<file path="config.mk">
export PLATFORM = sky130hd
export DESIGN_NAME = pipeline_core
export DESIGN_NICKNAME = d
export VERILOG_FILES = /design/src/design/cpu_pipe_pkg.sv /design/src/design/control_unit.sv /design/src/design/register_file.sv /design/src/design/decode_stage.sv /design/src/design/execute_stage.sv /design/src/design/result_stage.sv /design/src/design/pipeline_core.sv
export VERILOG_INCLUDE_DIRS = /design/src /design/src/include
export SDC_FILE = /design/constraint.sdc
export NUM_CORES = 2
export LEC_CHECK = 0
export BUFFER_PORTS_ARGS = -buffer_cell sky130_fd_sc_hd__buf_2
export CORE_ASPECT_RATIO = 0.75
export CORE_MARGIN = 5
export CORE_UTILIZATION = 35
export CTS_CLUSTER_SIZE = 14
export DETAILED_ROUTE_END_ITERATION = 10
export SLEW_MARGIN = 20
export SYNTH_ARGS = -nofsm -noshare
export SYNTH_HDL_FRONTEND = slang
export SYNTH_SLANG_ARGS = --single-unit
</file>
<file path="constraint.sdc">
create_clock -name CLK -period 4.84 [get_ports CLK]
set_input_delay 0.968 -clock CLK [delete_from_list [all_inputs] [get_ports CLK]]
set_output_delay 0.968 -clock CLK [all_outputs]
set_load 0.1 [all_outputs]
</file>
<file path="src/include/mips_isa.svh">
// MIPS instruction encodings
`ifndef MIPS_ISA_SVH
`define MIPS_ISA_SVH

// Primary opcodes, bits 31:26
`define OP_RTYPE 6'b000000
`define OP_J     6'b000010
`define OP_JAL   6'b000011
`define OP_BEQ   6'b000100
`define OP_BNE   6'b000101
`define OP_ADDIU 6'b001001
`define OP_SLTI  6'b001010
`define OP_SLTIU 6'b001011
`define OP_ANDI  6'b001100
`define OP_ORI   6'b001101
`define OP_XORI  6'b001110
`define OP_LUI   6'b001111
// Not a real MIPS opcode, stops the core
`define OP_HALT  6'b111111

// Function codes under R-type, bits 5:0
`define FN_SLL  6'b000000
`define FN_SRL  6'b000010
`define FN_JR   6'b001000
`define FN_ADDU 6'b100001
`define FN_SUBU 6'b100011
`define FN_AND  6'b100100
`define FN_OR   6'b100101
`define FN_XOR  6'b100110
`define FN_NOR  6'b100111
`define FN_SLT  6'b101010
`define FN_SLTU 6'b101011

`endif

</file>
<file path="src/design/cpu_pipe_pkg.sv">
// Pipeline core types
package cpu_pipe_pkg;

	`include "mips_isa.svh"

	// Data and address width
	localparam int WORD_W = 32;
	// Register index width
	localparam int REG_W = 5;
	// Link register for jal
	localparam logic [REG_W-1:0] RA_REG = 5'd31;

	typedef enum logic [5:0] {
		OP_RTYPE = `OP_RTYPE,
		OP_J     = `OP_J,
		OP_JAL   = `OP_JAL,
		OP_BEQ   = `OP_BEQ,
		OP_BNE   = `OP_BNE,
		OP_ADDIU = `OP_ADDIU,
		OP_SLTI  = `OP_SLTI,
		OP_SLTIU = `OP_SLTIU,
		OP_ANDI  = `OP_ANDI,
		OP_ORI   = `OP_ORI,
		OP_XORI  = `OP_XORI,
		OP_LUI   = `OP_LUI,
		OP_HALT  = `OP_HALT
	} opcode_t;

	typedef enum logic [5:0] {
		FN_SLL  = `FN_SLL,
		FN_SRL  = `FN_SRL,
		FN_JR   = `FN_JR,
		FN_ADDU = `FN_ADDU,
		FN_SUBU = `FN_SUBU,
		FN_AND  = `FN_AND,
		FN_OR   = `FN_OR,
		FN_XOR  = `FN_XOR,
		FN_NOR  = `FN_NOR,
		FN_SLT  = `FN_SLT,
		FN_SLTU = `FN_SLTU
	} funct_t;

	typedef enum logic [3:0] {
		ALU_ADD,
		ALU_SUB,
		ALU_AND,
		ALU_OR,
		ALU_XOR,
		ALU_NOR,
		ALU_SLT,
		ALU_SLTU,
		ALU_SLL,
		ALU_SRL
	} aluop_t;

	// Sign is the zero value, so an empty record extends by sign
	typedef enum logic [1:0] {
		EXT_SIGN,
		EXT_ZERO,
		EXT_UPPER
	} ext_t;

	// Instruction formats
	typedef struct packed {
		opcode_t          opcode;
		logic [REG_W-1:0] rs;
		logic [REG_W-1:0] rt;
		logic [REG_W-1:0] rd;
		logic [4:0]       shamt;
		funct_t           funct;
	} r_fmt_t;

	typedef struct packed {
		opcode_t          opcode;
		logic [REG_W-1:0] rs;
		logic [REG_W-1:0] rt;
		logic [15:0]      imm;
	} i_fmt_t;

	typedef struct packed {
		opcode_t     opcode;
		logic [25:0] target;
	} j_fmt_t;

	// Same word, three readings
	typedef union packed {
		r_fmt_t r_fmt;
		i_fmt_t i_fmt;
		j_fmt_t j_fmt;
	} instr_u;

	// From the fetch side
	typedef struct packed {
		instr_u            instr;
		logic [WORD_W-1:0] npc;
	} fetch_t;

	typedef struct packed {
		aluop_t alu_op;
		logic   alu_src;
		ext_t   ext_op;
		logic   reg_dst;
		logic   reg_wen;
		logic   beq;
		logic   bne;
		logic   jump;
		logic   jump_reg;
		logic   jal;
		logic   halt;
	} ctrl_t;

	// Decode latch contents
	typedef struct packed {
		ctrl_t             ctrl;
		logic [WORD_W-1:0] port_a;
		logic [WORD_W-1:0] port_b;
		logic [WORD_W-1:0] imm_ext;
		logic [4:0]        shamt;
		logic [REG_W-1:0]  rw;
		logic [WORD_W-1:0] npc;
		logic [WORD_W-1:0] jump_addr;
	} decode_t;

	// Execute latch contents
	typedef struct packed {
		logic [WORD_W-1:0] result;
		logic [REG_W-1:0]  rw;
		logic              reg_wen;
		logic              halt;
		logic              valid;
	} exec_t;

	// Register file write port
	typedef struct packed {
		logic              reg_wen;
		logic [REG_W-1:0]  rw;
		logic [WORD_W-1:0] wdat;
	} writeback_t;

endpackage

</file>
<file path="src/design/control_unit.sv">
// Instruction control decoder
module control_unit (
	input  cpu_pipe_pkg::opcode_t opcode,
	input  cpu_pipe_pkg::funct_t  funct,
	output cpu_pipe_pkg::ctrl_t   ctrl
);
	import cpu_pipe_pkg::*;

	always_comb begin
		// Anything not matched below stays all zero
		ctrl = '0;
		case (opcode)
			OP_RTYPE: begin
				ctrl.reg_dst = 1'b1;
				ctrl.reg_wen = 1'b1;
				case (funct)
					FN_ADDU: ctrl.alu_op = ALU_ADD;
					FN_SUBU: ctrl.alu_op = ALU_SUB;
					FN_AND:  ctrl.alu_op = ALU_AND;
					FN_OR:   ctrl.alu_op = ALU_OR;
					FN_XOR:  ctrl.alu_op = ALU_XOR;
					FN_NOR:  ctrl.alu_op = ALU_NOR;
					FN_SLT:  ctrl.alu_op = ALU_SLT;
					FN_SLTU: ctrl.alu_op = ALU_SLTU;
					FN_SLL:  ctrl.alu_op = ALU_SLL;
					FN_SRL:  ctrl.alu_op = ALU_SRL;
					FN_JR: begin
						// Register jump, no write
						ctrl.reg_dst  = 1'b0;
						ctrl.reg_wen  = 1'b0;
						ctrl.jump_reg = 1'b1;
					end
					default: ctrl = '0;
				endcase
			end
			OP_ADDIU, OP_SLTI, OP_SLTIU: begin
				ctrl.alu_src = 1'b1;
				ctrl.reg_wen = 1'b1;
				ctrl.ext_op  = EXT_SIGN;
				// sltiu still sign extends, compare is unsigned
				ctrl.alu_op  = (opcode == OP_ADDIU) ? ALU_ADD :
					(opcode == OP_SLTI) ? ALU_SLT : ALU_SLTU;
			end
			OP_ANDI, OP_ORI, OP_XORI: begin
				ctrl.alu_src = 1'b1;
				ctrl.reg_wen = 1'b1;
				ctrl.ext_op  = EXT_ZERO;
				ctrl.alu_op  = (opcode == OP_ANDI) ? ALU_AND :
					(opcode == OP_ORI) ? ALU_OR : ALU_XOR;
			end
			OP_LUI: begin
				// rs is zero in the encoding, so add passes the immediate
				ctrl.alu_src = 1'b1;
				ctrl.reg_wen = 1'b1;
				ctrl.ext_op  = EXT_UPPER;
				ctrl.alu_op  = ALU_ADD;
			end
			OP_BEQ, OP_BNE: begin
				ctrl.ext_op = EXT_SIGN;
				ctrl.alu_op = ALU_SUB;
				ctrl.beq    = (opcode == OP_BEQ);
				ctrl.bne    = (opcode == OP_BNE);
			end
			OP_J: ctrl.jump = 1'b1;
			OP_JAL: begin
				ctrl.jump    = 1'b1;
				ctrl.jal     = 1'b1;
				ctrl.reg_wen = 1'b1;
			end
			OP_HALT: ctrl.halt = 1'b1;
			default: ctrl = '0;
		endcase
	end

endmodule

</file>
<file path="src/design/register_file.sv">
// General purpose register file
module register_file #(
	parameter int WORD_W = cpu_pipe_pkg::WORD_W
) (
	input  logic                           CLK,
	input  logic                           nRST,
	input  logic                           wen,
	input  logic [cpu_pipe_pkg::REG_W-1:0] wsel,
	input  logic [WORD_W-1:0]              wdat,
	input  logic [cpu_pipe_pkg::REG_W-1:0] rsel1,
	input  logic [cpu_pipe_pkg::REG_W-1:0] rsel2,
	output logic [WORD_W-1:0]              rdat1,
	output logic [WORD_W-1:0]              rdat2
);
	import cpu_pipe_pkg::*;

	logic [WORD_W-1:0] regs [2**REG_W];

	// Whole array clears on reset
	// Register 0 is never written, so it stays zero
	always_ff @(posedge CLK, negedge nRST) begin
		if (!nRST) begin
			for (int i = 0; i < 2**REG_W; i++) begin
				regs[i] <= '0;
			end
		end else if (wen && (wsel != '0)) begin
			regs[wsel] <= wdat;
		end
	end

	// No bypass, a write shows up the cycle after the edge
	always_comb begin
		rdat1 = regs[rsel1];
		rdat2 = regs[rsel2];
	end

endmodule

</file>
<file path="src/design/decode_stage.sv">
// Instruction decode stage
module decode_stage #(
	parameter int WORD_W = cpu_pipe_pkg::WORD_W
) (
	input  logic                     CLK,
	input  logic                     nRST,
	input  cpu_pipe_pkg::fetch_t     fetch,
	input  logic                     ihit,
	input  logic                     freeze,
	input  logic                     flush,
	input  cpu_pipe_pkg::writeback_t wb,
	output cpu_pipe_pkg::decode_t    decode_p
);
	import cpu_pipe_pkg::*;

	instr_u            instr;
	ctrl_t             ctrl;
	logic [WORD_W-1:0] rdat1;
	logic [WORD_W-1:0] rdat2;
	logic [WORD_W-1:0] imm_ext;
	decode_t           decode_n;

	assign instr = fetch.instr;

	control_unit cu_i (
		.opcode(instr.r_fmt.opcode),
		.funct (instr.r_fmt.funct),
		.ctrl  (ctrl)
	);

	// Write port comes back from the result stage
	register_file #(.WORD_W(WORD_W)) rf_i (
		.CLK  (CLK),
		.nRST (nRST),
		.wen  (wb.reg_wen),
		.wsel (wb.rw),
		.wdat (wb.wdat),
		.rsel1(instr.r_fmt.rs),
		.rsel2(instr.r_fmt.rt),
		.rdat1(rdat1),
		.rdat2(rdat2)
	);

	// Immediate widening
	always_comb begin
		case (ctrl.ext_op)
			EXT_ZERO:  imm_ext = {{(WORD_W-16){1'b0}}, instr.i_fmt.imm};
			EXT_UPPER: imm_ext = {instr.i_fmt.imm, {(WORD_W-16){1'b0}}};
			default:   imm_ext = {{(WORD_W-16){instr.i_fmt.imm[15]}}, instr.i_fmt.imm};
		endcase
	end

	// Next decode record
	always_comb begin
		decode_n.ctrl    = ctrl;
		decode_n.port_a  = rdat1;
		decode_n.port_b  = rdat2;
		decode_n.imm_ext = imm_ext;
		decode_n.shamt   = instr.r_fmt.shamt;
		// Link register, then rd for R-type, else rt
		decode_n.rw      = ctrl.jal ? RA_REG :
			ctrl.reg_dst ? instr.r_fmt.rd : instr.r_fmt.rt;
		decode_n.npc     = fetch.npc;
		// Region bits of npc above the word target
		decode_n.jump_addr = {fetch.npc[WORD_W-1:WORD_W-4], instr.j_fmt.target, 2'b00};
	end

	// Flush beats freeze, no ihit loads a bubble
	always_ff @(posedge CLK, negedge nRST) begin
		if (!nRST) begin
			decode_p <= '0;
		end else if (flush) begin
			decode_p <= '0;
		end else if (freeze) begin
			decode_p <= decode_p;
		end else if (ihit) begin
			decode_p <= decode_n;
		end else begin
			decode_p <= '0;
		end
	end

endmodule

</file>
<file path="src/design/execute_stage.sv">
// Execute stage with ALU and branch resolve
module execute_stage #(
	parameter int WORD_W = cpu_pipe_pkg::WORD_W
) (
	input  logic                  CLK,
	input  logic                  nRST,
	input  logic                  freeze,
	input  cpu_pipe_pkg::decode_t decode_p,
	output cpu_pipe_pkg::exec_t   exec_p,
	output logic                  redirect,
	output logic [WORD_W-1:0]     pc_target
);
	import cpu_pipe_pkg::*;

	logic [WORD_W-1:0] alu_a;
	logic [WORD_W-1:0] alu_b;
	logic [WORD_W-1:0] alu_out;
	logic [WORD_W-1:0] branch_target;
	logic              equal;
	logic              take_branch;
	exec_t             exec_n;

	// Second operand from register or immediate
	assign alu_a = decode_p.port_a;
	assign alu_b = decode_p.ctrl.alu_src ? decode_p.imm_ext : decode_p.port_b;

	always_comb begin
		case (decode_p.ctrl.alu_op)
			ALU_ADD:  alu_out = alu_a + alu_b;
			ALU_SUB:  alu_out = alu_a - alu_b;
			ALU_AND:  alu_out = alu_a & alu_b;
			ALU_OR:   alu_out = alu_a | alu_b;
			ALU_XOR:  alu_out = alu_a ^ alu_b;
			ALU_NOR:  alu_out = ~(alu_a | alu_b);
			ALU_SLT:  alu_out = {{(WORD_W-1){1'b0}}, $signed(alu_a) < $signed(alu_b)};
			ALU_SLTU: alu_out = {{(WORD_W-1){1'b0}}, alu_a < alu_b};
			// Shifts move rt by shamt
			ALU_SLL:  alu_out = alu_b << decode_p.shamt;
			ALU_SRL:  alu_out = alu_b >> decode_p.shamt;
			default:  alu_out = '0;
		endcase
	end

	// Branch decision from a plain equality
	assign equal       = (decode_p.port_a == decode_p.port_b);
	assign take_branch = (decode_p.ctrl.beq && equal) || (decode_p.ctrl.bne && !equal);

	// Word offset relative to npc
	assign branch_target = decode_p.npc + {decode_p.imm_ext[WORD_W-3:0], 2'b00};

	always_comb begin
		if (decode_p.ctrl.jump_reg) begin
			pc_target = decode_p.port_a;
		end else if (decode_p.ctrl.jump) begin
			pc_target = decode_p.jump_addr;
		end else begin
			pc_target = branch_target;
		end
	end

	// Held off while the pipe is frozen
	assign redirect = (take_branch || decode_p.ctrl.jump || decode_p.ctrl.jump_reg) && !freeze;

	always_comb begin
		// jal returns the link address
		exec_n.result  = decode_p.ctrl.jal ? decode_p.npc : alu_out;
		exec_n.rw      = decode_p.rw;
		exec_n.reg_wen = decode_p.ctrl.reg_wen;
		exec_n.halt    = decode_p.ctrl.halt;
		// Bubbles and unknown words carry no control bits
		exec_n.valid   = |decode_p.ctrl;
	end

	always_ff @(posedge CLK, negedge nRST) begin
		if (!nRST) begin
			exec_p <= '0;
		end else if (!freeze) begin
			exec_p <= exec_n;
		end
	end

endmodule

</file>
<file path="src/design/result_stage.sv">
// Result latch and writeback
module result_stage #(
	parameter int WORD_W = cpu_pipe_pkg::WORD_W
) (
	input  logic                     CLK,
	input  logic                     nRST,
	input  logic                     freeze,
	input  cpu_pipe_pkg::exec_t      exec_p,
	output cpu_pipe_pkg::writeback_t wb,
	output logic                     halted
);
	import cpu_pipe_pkg::*;

	logic              reg_wen_q;
	logic [REG_W-1:0]  rw_q;
	logic [WORD_W-1:0] wdat_q;

	// Control half of the latch
	always_ff @(posedge CLK, negedge nRST) begin
		if (!nRST) begin
			reg_wen_q <= 1'b0;
			rw_q      <= '0;
			halted    <= 1'b0;
		end else if (!freeze) begin
			reg_wen_q <= exec_p.valid && exec_p.reg_wen;
			rw_q      <= exec_p.rw;
			// Sticky until reset
			if (exec_p.valid && exec_p.halt) begin
				halted <= 1'b1;
			end
		end
	end

	// Data half
	always_ff @(posedge CLK) begin
		if (!freeze) begin
			wdat_q <= exec_p.result;
		end
	end

	// A held record writes once, after the freeze lifts
	assign wb.reg_wen = reg_wen_q && !freeze;
	assign wb.rw      = rw_q;
	assign wb.wdat    = wdat_q;

endmodule

</file>
<file path="src/design/pipeline_core.sv">
// Three stage pipeline core
module pipeline_core #(
	parameter int WORD_W = cpu_pipe_pkg::WORD_W
) (
	input  logic                     CLK,
	input  logic                     nRST,
	input  cpu_pipe_pkg::fetch_t     fetch,
	input  logic                     ihit,
	input  logic                     freeze,
	output cpu_pipe_pkg::writeback_t wb,
	output logic                     redirect,
	output logic [WORD_W-1:0]        pc_target,
	output logic                     halted
);
	import cpu_pipe_pkg::*;

	decode_t decode_p;
	exec_t   exec_p;

	// Redirect flushes the wrong-path word in decode
	decode_stage #(.WORD_W(WORD_W)) decode_i (
		.CLK     (CLK),
		.nRST    (nRST),
		.fetch   (fetch),
		.ihit    (ihit),
		.freeze  (freeze),
		.flush   (redirect),
		.wb      (wb),
		.decode_p(decode_p)
	);

	execute_stage #(.WORD_W(WORD_W)) execute_i (
		.CLK      (CLK),
		.nRST     (nRST),
		.freeze   (freeze),
		.decode_p (decode_p),
		.exec_p   (exec_p),
		.redirect (redirect),
		.pc_target(pc_target)
	);

	// Writeback loops into the decode register file
	result_stage #(.WORD_W(WORD_W)) result_i (
		.CLK   (CLK),
		.nRST  (nRST),
		.freeze(freeze),
		.exec_p(exec_p),
		.wb    (wb),
		.halted(halted)
	);

endmodule

</file>
==> results.md <==
- Die area: 223000 sq um
- Most common library cell in the layout ignoring fill and taps: sky130_fd_sc_hd__dfrtp_1
- Finished Layout Cells: between 8000 and 9000
- Remaining routing DRC violations: 0
- Share of synthesized area spent on multiplexers: 37.2%
- Gate count of the mapped netlist: ~5700
- Flip-flop and latch count after synthesis: approximately 1300
- Area leader, netlist: sky130_fd_sc_hd__dfrtp_1
- Starting DRT DRC Count: 6885
- R2r worst-path depth: 17
- H-tree lvl count: 4
- Global route total overflow: 0
- Slew HR: a little under an eighth
- Clock transition at path regs: about 0.06 ns
- Total CTS buffers: 140
- Top library cells by usage in the layout, fill and taps aside: sky130_fd_sc_hd__dfrtp_1 (1229), sky130_fd_sc_hd__mux2_2 (1009), sky130_fd_sc_hd__mux4_2 (678)
- Count of flip-flops with a built-in enable after synthesis: 32
- Area added between synthesis and finish: 14.0%
- Proportion of synthesized flip-flops having asynchronous set or reset: 97.5%
- # port buffers: 139
- Core Rows: about 150
- Dominant combinational cell family by area after synthesis: multiplexers
- Vertical die dimension: between 400 and 500 um
- Sequential-to-total area share from yosys stat: 42.9%
- Die span in x: ~540 um
- Result of the run: finished, violations left
- Area taken by multi-input logic gates: 40500 sq um
- Compound-gate portion of the synthesized area: 8.25%
- First-pass detailed-route iteration total: 8
- Leading register cell type out of synthesis: sky130_fd_sc_hd__dfrtp_1
- Clock sinks: between 1000 and 1500
- Data arrival time of the worst path: approximately 4.3 ns
- Via count of the first global-routing pass: 53600
- Crit path max fanout: 3
- Number of hold violations in the final report: 0
- Max VDD drop: about 0.28 mV
- Number of unique standard cell types used by synthesis: 85
- Total leakage power: roughly 38 nW
- Antenna violations before repair: 17
- Share of post-route cells with drive strength above 1: between 40 and 50%
- Critical path start-end classification: flip-flop to output port
- Final setup viols: 6
- Share of the synthesized area in the top cell type: between 40% and 50%
- Wire length after detailed routing: 284000 um
- Worst hold slack: roughly 0.12 ns
- Share of the clock period used by the worst path: 110%
- Nets: between 5000 and 6000
- Fin Clk Skew: 0.0874 ns
- Total core area: 213000 sq um
- Share of synthesized cell area in and, or, nand and nor gates: under 10%
- Xor and xnor area share after synthesis: 1.02%
- Sequential cell area: 32100 sq um
- GRT Total Usage: between 20 and 30%
- Synth warnings: 0
- Maximum number of pins on one net before global-route repair: 140
- CTS tree: yes
- Total half-perimeter wirelength after legalization and detailed placement: 194000 um
- Critical Path End Type: output port
- Net count after synthesis: 5937
- Setup repair after global routing missed its margin: true
- Highest attainable clock frequency: ~190 MHz
- Post-synthesis cell area: 74800 sq um
- Boundary pin count: 140
- Latest clock arrival within the worst-skew pair: around 0.82 ns
- First-pass GRT wire length: ~400000 um
- Post-detailed-route count of antenna-violating nets: 0
- Mean Syn Cell Area: around 13 sq um
- Startpoint class of the critical path: flip-flop
- Utilization after layout: approximately 40%
- Routed length per instance: roughly 33 um
- Pin slew with the least headroom to its limit: between 1 and 1.5 ns
- Type of the most critical hold path: input pin to asynchronous set/reset pin
- Worst endpoint required time: 3.87 ns
- Total via count after detailed routing: 54000
- Clk root buf: sky130_fd_sc_hd__clkbuf_16
- Crit path time final: between 5 and 6 ns
- Power per cell area: 306 nW/um^2
- Initial core utilization: roughly a third
- Max Transition Viols Final: 0
- Cell total after placement: 8428
- Leading post-synthesis cells by cell area: sky130_fd_sc_hd__dfrtp_1 (42%), sky130_fd_sc_hd__mux4_2 (20%), sky130_fd_sc_hd__mux2_2 (15%)
- Fraction of the mapped netlist area in adder cells: 2.27%
- Routability-driven placement congestion ratio: approximately 1.0
- Fill cell total of the finished layout: around 20000
- Violations in the final reports: negative setup slack
- Max-cap viol count: 0
- Post-DR vias/cell: between 6 and 7
- Clk buf depth: 4
- Fin worst setup slack: -0.469 ns
- Total power after layout: 0.0261 W
==> critical path, stage by stage, from the launching register on <==
cell                       delay [ns]
sky130_fd_sc_hd__dfrtp_1         0.39
sky130_fd_sc_hd__ha_2            0.20
sky130_fd_sc_hd__inv_2           0.06
sky130_fd_sc_hd__fa_2            0.20
sky130_fd_sc_hd__and2b_1         0.19
sky130_fd_sc_hd__o21a_1          0.20
sky130_fd_sc_hd__o21a_1          0.20
sky130_fd_sc_hd__o211a_4         0.26
sky130_fd_sc_hd__nor4b_4         0.31
sky130_fd_sc_hd__or4b_4          0.22
sky130_fd_sc_hd__a31oi_4         0.10
sky130_fd_sc_hd__a311oi_4        0.33
sky130_fd_sc_hd__a31oi_1         0.16
sky130_fd_sc_hd__xnor2_1         0.19
sky130_fd_sc_hd__a221oi_4        0.31
sky130_fd_sc_hd__buf_12          0.21
==> state kept, by name, indices dropped and copies added (netlist names) <==
name	cells
decode_i.rf_i.regs	1024
result_i.wdat_q	32
result_i.reg_wen_q	1
result_i.rw_q	5
execute_i.exec_p	40
decode_i.decode_p	174
result_i.halted	1
==> layout make-up <==
class | instances | area share (%)
inverter | 126 | 0.558
multi-input combinational | 3760 | 47.5
sequential | 1277 | 37.7
clock inverter | 35 | 0.619
clock buffer | 198 | 4.67
antenna | 2 | 0.00587
tap | 2831 | 4.16
timing repair buffer | 448 | 4.82
==> through the flow <==
step / worst slack, ns / cell area (sq um) / TNS [ns]
floorplan: -0.179 / 74800 / -0.179
global placement: 0.190 / 80200 / 0
detailed placement: 0.198 / 80200 / 0
CTS: -0.483 / 85000 / -2.09
global route: -0.561 / 85200 / -2.83
finish: -0.469 / 85200 / -2.09
==> routing by layer <==
layer	up-vias	wire length, um	share of wire (%)	track usage (%)
met3	422	30300	11	7.15
met1	29000	129000	45	38.5
met5	-	69	0.024	0
met4	10	7020	2.5	5.62
met2	2751	118000	42	35.0
li1	21900	-	-	-
==> path summary, 6_finish.rpt <==
path                                         start                  endpoint  slack [ns]
max                          decode_i.decode_p[74]             pc_target[30]       -0.47
min                                           nRST   decode_i.rf_i.regs[551]        0.12
max reg2reg                  decode_i.decode_p[74]      execute_i.exec_p[36]        0.22
min reg2reg                decode_i.rf_i.regs[997]   decode_i.rf_i.regs[997]        0.40
max in group asynchronous                     nRST  decode_i.rf_i.regs[1020]        3.42
min in group CLK           decode_i.rf_i.regs[997]   decode_i.rf_i.regs[997]        0.40
==> cells by family after synthesis <==
logic type               Yosys count
AO/OA/AOI/OAI                    966
XOR/XNOR                          87
adder cells (fa/ha/maj)          134
buffers and inverters            698
flip-flops                      1277
multiplexers                    1803
AND/OR/NAND/NOR                  770
==> power breakdown <==
group | internal, W | switching [W] | total [W]
logic | 0.00124 | 0.00258 | 0.00381
clock network | 0.00641 | 0.00455 | 0.0110
registers | 0.0110 | 0.000325 | 0.0113
total | 0.0186 | 0.00745 | 0.0261
==> synthesized netlist by cell type, types with 49 or more instances <==
| library cell | count |
|---|---|
| sky130_fd_sc_hd__a21oi_1 | 304 |
| sky130_fd_sc_hd__a22o_1 | 70 |
| sky130_fd_sc_hd__buf_1 | 105 |
| sky130_fd_sc_hd__clkbuf_1 | 414 |
| sky130_fd_sc_hd__dfrtp_1 | 1245 |
| sky130_fd_sc_hd__ha_1 | 131 |
| sky130_fd_sc_hd__inv_1 | 123 |
| sky130_fd_sc_hd__mux2_2 | 1009 |
| sky130_fd_sc_hd__mux2i_1 | 114 |
| sky130_fd_sc_hd__mux4_2 | 678 |
| sky130_fd_sc_hd__nand2_1 | 270 |
| sky130_fd_sc_hd__nor2_1 | 241 |
| sky130_fd_sc_hd__nor2b_1 | 67 |
| sky130_fd_sc_hd__o21ai_0 | 206 |
| sky130_fd_sc_hd__o22ai_1 | 49 |
| sky130_fd_sc_hd__xnor2_1 | 70 |
==> what timing repair did <==
| item | in CTS | in global routing |
|---|---|---|
| resized for setup | 41 | 45 |
| setup buffers | 6 | 8 |
| endpoints found under the hold margin | 0 | 0 |
| pin swaps | 17 | 29 |
| hold buffers | 0 | 0 |
| setup endpoints to repair | 17 | 22 |
No activity file was read; power rests on OpenSTA's default activity.
